--- config.mk ---
export PLATFORM = sky130hd
export DESIGN_NAME = store_queue
export DESIGN_NICKNAME = d
export VERILOG_FILES = /design/src/verilog/lsq_pkg.sv /design/src/verilog/store_queue.sv
export SDC_FILE = /design/constraint.sdc
export NUM_CORES = 2
export LEC_CHECK = 0
export ABC_AREA = 1
export BUFFER_PORTS_ARGS = -buffer_cell sky130_fd_sc_hd__buf_2
export CELL_PAD_IN_SITES_DETAIL_PLACEMENT = 0
export CELL_PAD_IN_SITES_GLOBAL_PLACEMENT = 2
export CORE_AREA = 2 2 580 582
export CTS_CLUSTER_DIAMETER = 60
export CTS_CLUSTER_SIZE = 40
export DETAILED_ROUTE_END_ITERATION = 6
export DIE_AREA = 0 0 582 584
export PLACE_DENSITY = 0.56
export SLEW_MARGIN = 5
export SYNTH_ARGS = -nofsm -noshare
export SYNTH_HDL_FRONTEND = slang
export SYNTH_SLANG_ARGS = --single-unit
--- constraint.sdc ---
create_clock -name clock -period 16.8 [get_ports clock]
set_clock_uncertainty 0.15 [all_clocks]
set_input_delay 0 -clock clock [delete_from_list [all_inputs] [get_ports clock]]
set_output_delay 0 -clock clock [all_outputs]
set_load 0.02 [all_outputs]
--- src/verilog/lsq_pkg.sv ---
package lsq_pkg;

	// Store queue size and index width
	parameter int STQ_LEN = 8;
	parameter int STQ_BITS = 3;

	// Load queue size and slot index width
	parameter int LDQ_LEN = 4;
	parameter int LDQ_BITS = 2;

	// 64-bit data or address word
	typedef logic [63:0] word_t;

	// Instruction word, low 16 bits hold the signed displacement
	typedef logic [31:0] inst_t;

	// Register tags
	typedef logic [6:0] pr_idx_t;
	typedef logic [4:0] ar_idx_t;

	// Store queue pointer, index plus one wrap bit
	typedef logic [STQ_BITS:0] stq_age_t;

	// Saturating free count of 0, 1 or 2
	typedef logic [1:0] avail_t;

endpackage
--- src/verilog/store_queue.sv ---
module store_queue #(
	parameter int STQ_LEN = lsq_pkg::STQ_LEN
) (
	input  logic clock,
	input  logic reset,
	// Dispatch
	input  logic id_wr_mem0,
	input  logic id_wr_mem1,
	output lsq_pkg::stq_age_t rs_disp_age0,
	output lsq_pkg::stq_age_t rs_disp_age1,
	output lsq_pkg::avail_t stq_space,
	// Issue
	input  logic rs_valid_inst,
	input  logic rs_wr_mem,
	input  lsq_pkg::inst_t rs_ir,
	input  lsq_pkg::word_t prf_pra_value,
	input  lsq_pkg::word_t prf_prb_value,
	input  lsq_pkg::stq_age_t rs_issue_age,
	input  lsq_pkg::pr_idx_t rs_dest_pr_idx,
	input  lsq_pkg::ar_idx_t rs_dest_ar_idx,
	// Retire
	input  logic [1:0] rob_retire_num,
	input  logic rob_retire_wr_mem0,
	input  logic rob_retire_wr_mem1,
	// State seen by the load queue
	output logic [STQ_LEN-1:0] st_ready,
	output lsq_pkg::word_t st_addr [STQ_LEN],
	output lsq_pkg::word_t st_value [STQ_LEN],
	output lsq_pkg::stq_age_t st_head,
	output logic st_issue,
	output lsq_pkg::pr_idx_t st_issue_pr_idx,
	output lsq_pkg::ar_idx_t st_issue_ar_idx,
	// Head entries for the cache
	output lsq_pkg::word_t dcache_st_addr0,
	output lsq_pkg::word_t dcache_st_addr1,
	output lsq_pkg::word_t dcache_st_value0,
	output lsq_pkg::word_t dcache_st_value1
);

	lsq_pkg::stq_age_t tail;
	lsq_pkg::stq_age_t used_cnt;
	lsq_pkg::stq_age_t free_cnt;
	lsq_pkg::stq_age_t disp_cnt;
	lsq_pkg::stq_age_t retire_cnt;
	logic [lsq_pkg::STQ_BITS-1:0] head_idx;
	logic [lsq_pkg::STQ_BITS-1:0] head_idx1;
	logic [lsq_pkg::STQ_BITS-1:0] issue_idx;
	lsq_pkg::word_t issue_addr;

	// Dispatch ages, slot 1 sits behind slot 0 when slot 0 is a store
	assign rs_disp_age0 = tail;
	assign rs_disp_age1 = id_wr_mem0 ? tail + 1'b1 : tail;

	// Wrap bit makes tail minus head the exact occupancy
	assign used_cnt = tail - st_head;
	assign free_cnt = lsq_pkg::stq_age_t'(STQ_LEN) - used_cnt;
	assign stq_space = (free_cnt >= 2) ? 2'd2 : free_cnt[1:0];

	assign disp_cnt = lsq_pkg::stq_age_t'(id_wr_mem0) + lsq_pkg::stq_age_t'(id_wr_mem1);

	// Only retiring slots that are stores free an entry
	always_comb
	begin
		retire_cnt = '0;
		if (rob_retire_num != 2'd0 && rob_retire_wr_mem0)
			retire_cnt = retire_cnt + 1'b1;
		if (rob_retire_num == 2'd2 && rob_retire_wr_mem1)
			retire_cnt = retire_cnt + 1'b1;
	end

	assign st_issue = rs_valid_inst & rs_wr_mem;
	assign st_issue_pr_idx = rs_dest_pr_idx;
	assign st_issue_ar_idx = rs_dest_ar_idx;
	assign issue_idx = rs_issue_age[lsq_pkg::STQ_BITS-1:0];
	assign issue_addr = prf_prb_value + {{48{rs_ir[15]}}, rs_ir[15:0]};

	always_ff @(posedge clock)
	begin
		if (reset)
		begin
			st_head <= '0;
			tail <= '0;
			st_ready <= '0;
		end
		else
		begin
			st_head <= st_head + retire_cnt;
			tail <= tail + disp_cnt;
			if (id_wr_mem0)
				st_ready[tail[lsq_pkg::STQ_BITS-1:0]] <= 1'b0;
			if (id_wr_mem1)
				st_ready[rs_disp_age1[lsq_pkg::STQ_BITS-1:0]] <= 1'b0;
			// An issuing store is already allocated, so it never collides with dispatch
			if (st_issue)
				st_ready[issue_idx] <= 1'b1;
		end
	end

	always_ff @(posedge clock)
	begin
		if (st_issue)
		begin
			st_addr[issue_idx] <= issue_addr;
			st_value[issue_idx] <= prf_pra_value;
		end
	end

	assign head_idx = st_head[lsq_pkg::STQ_BITS-1:0];
	assign head_idx1 = head_idx + 1'b1;

	assign dcache_st_addr0 = st_addr[head_idx];
	assign dcache_st_addr1 = st_addr[head_idx1];
	assign dcache_st_value0 = st_value[head_idx];
	assign dcache_st_value1 = st_value[head_idx1];

endmodule

* Yosys cells after proc, flatten, opt, wreduce, memory -nomap -nowiden *
Cells that the tools add are included.

storage, ports and cells
  output and inout bits = 1315
  input bits = 186
  logic and storage cells = 87
  register bits after elaboration = 1040

operators by class
  bitwise operators = 9
  magnitude comparators = 11
  mux-type cells = 31
  eq/ne operators = 1
  reductions and logical operators = 7
  $add $sub $neg = 9

operators with widths
  kind                   number
  $bwmux W512            2
  $bmux W64 S3           4
  $mux W64               9
  $demux W64 S3          1
  $add A64 B64 Y64       1
  $mux W8                5
  $and A8 B8 Y8          2
  $not A8 Y8             2
  $ge A4 B4 Y1 const B   3
  $lt A3 B4 Y1 const B   3
  $not A3 Y4             3
  $demux W1 S3           3
  $ge A3 B1 Y1 const B   3
  $add A4 B1 Y4 const B  2
  $mux W4                2
  $or A8 B8 Y8           1
  $logic_and A1 B1 Y1    6
  $add A4 B2 Y4          1
  $add A4 B4 Y4          1
  $ge A4 B2 Y1 const B   1
  $lt A4 B1 Y1 const B   1
  $mux W1                4
  $sub A4 B4 Y4          1
  $sub A4 B4 Y4 const A  1
  6 further kinds        6

* Longest topological paths before layout *
  word-level depth = 13
  gate-level depth with buffers = 14
  gate-level depth less buffers = 14

* Worst setup path before layout *
No wires, ideal clock.

  path type = in2reg
  from = in rs_valid_inst
  to = reg st_addr[128] in the netlist's numbering (enable)
  data required time = 16032 ps
  stages on the path = 4
  setup time = 618 ps
  path buffers = 0
  data arrival time = 5579 ps
  setup slack = 10453 ps
  cells stage by stage = nand2_1 nor2_1 inv_1 nor2_1

on the way
  cells in the longest elaborated chain, start to end = 1

RTL lines
  what                             RTL line            text
  from (decl)                      store_queue.sv:13   input logic rs_valid_inst,
  $and A1 B1 Y1                    store_queue.sv:71   assign st_issue = rs_valid_inst & rs_wr_mem;
  to (signal, indexed assignment)  store_queue.sv:103  st_addr[issue_idx] <= issue_addr;
  to (decl)                        store_queue.sv:27   output lsq_pkg::word_t st_addr [STQ_LEN],

Every way passes these cells.
A chain may end at the register's enable or synchronous reset.

* Final worst setup path *
  from = reg st_head[0]
  to = out dcache_st_value0[6]

on the way
  cells in the longest elaborated chain, start to end = 4

RTL lines
  what                                         RTL line            text
  from (decl)                                  store_queue.sv:29   output lsq_pkg::stq_age_t st_head,
  from (signal assigned)                       store_queue.sv:87   st_head <= st_head + retire_cnt;
  $not A3 Y4 (implied by the code)             store_queue.sv:113  assign dcache_st_value0 = st_value[head_idx];
  $bmux W64 S3                                 store_queue.sv:113
  $mux W64 (implied by the code) (2 in a row)  store_queue.sv:113
  to (decl)                                    store_queue.sv:36   output lsq_pkg::word_t dcache_st_value0,

Every way passes these cells. The select of a mux whose other input is x is not followed.

==> summary.txt <==
Run status
  – Status: finished, final reports clean

Global routing
  – First-pass GRT wire length: 489 mm
  – Total GRT Usage: 0.210
  – Number of global-route vias before repair: 51.5k
  – Pin count of the biggest net entering global routing: between 150 and 200
  – GRT overflow: 0
  – Antenna violations before repair: 47

Placement
  – GPL Wtd Cong: 0.911
  – Pre-CTS setup slack: roughly 11 ns
  – Dpl cells: 11.7k
  – Half-perimeter wire length after placement: 281 mm
  – Port buffer count: approximately 1.5k

STA
  – Slew HR: 0.201
  – Final setup viols: 0
  – PnR worst setup slack: 10.45 ns
  – Max-slew violation count: 0
  – Setup_tns: 0 ns
  – RSZ-0062 raised after global routing: no
  – Final Cycle Share: 0.378
  – Final hold vios: 0
  – Max frequency: 157 MHz
  – Min cycle time layout: 6.35 ns
  – Worst-margin pin slew: 1.19 ns

Route
  – Initial DRC count: 4,601
  – Via count: 54.7k
  – DRC violations left: 0
  – Initial DRT Pass Iterations: 6
  – WL/cell: 30.6 um
  – Via-per-instance ratio: roughly 4.5
  – Routed WL: 375 mm
  – Post-route ant nets: 0

Clock network
  – CTS Buf Count: 160
  – Sink Count: 1,040
  – Setup bufs post-CTS: 0
  – H-tree lvl count: 4
  – Worst skew pair latency: 0.82 ns
  – CTS tree: yes
  – Clock Root Buffer: clkbuf_16
  – Max clock buf depth: 4
  – Reg clk slew, reported paths: 0.05 ns

Logic synthesis
  – Top_reg_cell synth: edfxtp_1
  – Cell count after synthesis: 6,199
  – Area contributors post-synth: edfxtp_1 56%, o21ai_0 7.4%, nand2_1 7.0%, a21oi_1 6.2%, inv_1 5.0%
  – Syn_nets: 6,463
  – Yosys reg bits: 1,040
  – Asr flop ratio synth: 0
  – Netlist Area Pre-Place: 55,200 um^2
  – Post-synth top area cell: edfxtp_1
  – Yosys top cell area share: 0.557
  – Syn Area/Cell: 8.91 um^2
  – Sequential fraction of the synthesis area: 0.563
  – Synth unique cells: 34
  – Syn. warnings: 0
  – Post-synth EDFFs: 1,024

Layout
  – Layout Cells excl Fill: roughly 12k
  – Ratio of cells with drive above 1 in the final layout: 0.234
  – P&R area growth vs syn: 35.5%
  – Layout Utilization: 0.225
  – Nets: 7,979

Hold path
  – Hold Crit Class: input port to flop

Setup path
  – RR Endpoint: st_ready[4]
  – Reg-to-reg slack, setup: 13.56 ns
  – Crit path kind: flop to output port
  – Worst reg2reg path depth: 8
  – Crit. Startpoint: st_head[0]
  – FF-to-FF Start: rs_disp_age0[0]
  – Crit path capture type: output port
  – Crit path max fanout: 168
  – Req. time, crit path: 16.65 ns
  – Critical path launch point type: flop
  – Crit path to: dcache_st_value0[6]
  – WP data arrival: 6.20 ns

Flow run
  – Max cap viols: 0

Power and ir drop
  – Maximum VDD drop: ~0.084 mV
  – Power Density: 122 nW/um^2
  – Pleak: 30.0 nW

Die
  – Die Wd: 582 um
  – Die ar.: between 300,000 and 400,000 um^2
  – Row cnt: 212
  – DIE HEIGHT: between 500 and 600 um
  – Starting density of the core: 0.166
  – Ports: 1,501
  – Core ar.: 333,000 um^2
## worst min-delay path by stage
stage / start / end / cells after the start
floorplan: prf_pra_value[0] / st_value[0] / 0
global placement: rs_dest_ar_idx[0] / st_issue_ar_idx[0] / 0
detailed placement: rs_dest_ar_idx[0] / st_issue_ar_idx[0] / 0
CTS: prf_pra_value[32] / st_value[480] / 2
global route: prf_pra_value[32] / st_value[480] / 2
finish: prf_prb_value[59] / st_addr[507] / 5
## cells in the final DEF, fill, tap and decap left out, types with 3 or more instances in the layout
cell,synthesis,final
nor2_4,0,8
o21bai_1,3,3
nor3_1,12,12
buf_4,20,73
nor2_1,667,659
clkinv_4,0,15
bufinv_16,0,19
inv_1,732,730
clkinv_8,0,7
fa_1,4,4
diode_2,0,21
o211ai_1,131,131
buf_2,155,1459
o21ai_1,215,215
ha_1,74,73
clkinvlp_4,0,13
a31oi_1,260,260
nand2_1,1027,1027
clkinv_1,0,8
nand3_1,60,60
o21ai_0,812,812
xor2_1,35,33
inv_16,0,3
inv_6,0,20
inv_8,0,12
nand4_1,13,13
edfxtp_1,1024,1024
xnor2_1,4,4
buf_12,0,12
clkbuf_1,202,13
dfxtp_4,0,3
dfxtp_1,16,13
dlygate4sd3_1,0,221
clkbuf_16,0,165
clkinv_2,0,19
a21oi_1,685,685
## metal layers
layer  routed length (um)  up-vias  GRT usage
li1                     -    24500          -
met1               158000    27600      0.267
met2               170000     2268      0.337
met3                33700      396     0.0670
met4                13000       14     0.0643
met5                   82        -          0
## critical path, stage by stage (launching register included)
cell and delay, ns:
dfxtp_4 0.94, buf_4 0.72, buf_12 0.47, buf_4 0.78
buf_4 0.74, o21ai_0 0.20, o21ai_1 0.16, a21oi_1 0.05
a31oi_1 0.62, buf_2 0.33
## what timing repair did
| item | 4_1_cts | 5_1_grt |
|---|---|---|
| gates resized for setup | 0 | 0 |
| endpoints found under the hold margin | 1201 | 0 |
| hold buffers | 221 | 0 |
| setup endpoints to repair | 0 | 0 |
## cells by family after synthesis
kind of cell    share of synthesized area
compound gates                      0.203
simple gates                        0.125
fa+ha+maj                          0.0182
flops                               0.563
buf+inv                            0.0852
xor+xnor                          0.00619
## Yosys cell counts (18+ instances only)
library cell     n
a21oi_1        685
a31oi_1        260
buf_2          155
buf_4           20
buf_6           18
clkbuf_1       202
edfxtp_1      1024
ha_1            74
inv_1          732
nand2_1       1027
nand3_1         60
nor2_1         667
o211ai_1       131
o21ai_0        812
o21ai_1        215
xor2_1          35
## registers in the layout, indices dropped and copies added, names as in the netlist
name	count
st_addr	512
st_value	512
rs_disp_age0	4
st_head	4
st_ready	8
## power by group
| part | switching [mW] | internal [mW] |
|---|---|---|
| clock | 1.45 | 2.13 |
| combinational | 1.91 | 0.628 |
| sequential | 0.0640 | 2.98 |
| total | 3.43 | 5.73 |
## metrics by stage
stage	instance area, um^2	total power [mW]	hold slack, ns
after global routing	74800	9.55	0.0214
after CTS	74700	9.30	0.000691
after global placement	67000	5.61	-0.150
after floorplan	55200	4.47	-0.0511
final	74800	9.16	0.0443
after detailed placement	67000	5.61	-0.150
## layout make-up
class / instances / area (um^2)
clock buffer: 178 / 4180
fill: 36700 / 258000
inverter: 734 / 2790
tap: 4387 / 5490
sequential: 1040 / 31100
multi-input combinational: 4014 / 19500
antenna: 21 / 52.6
clock inverter: 112 / 1360
timing repair buffer: 1765 / 10300
No activity file was read; power rests on OpenSTA's default activity.
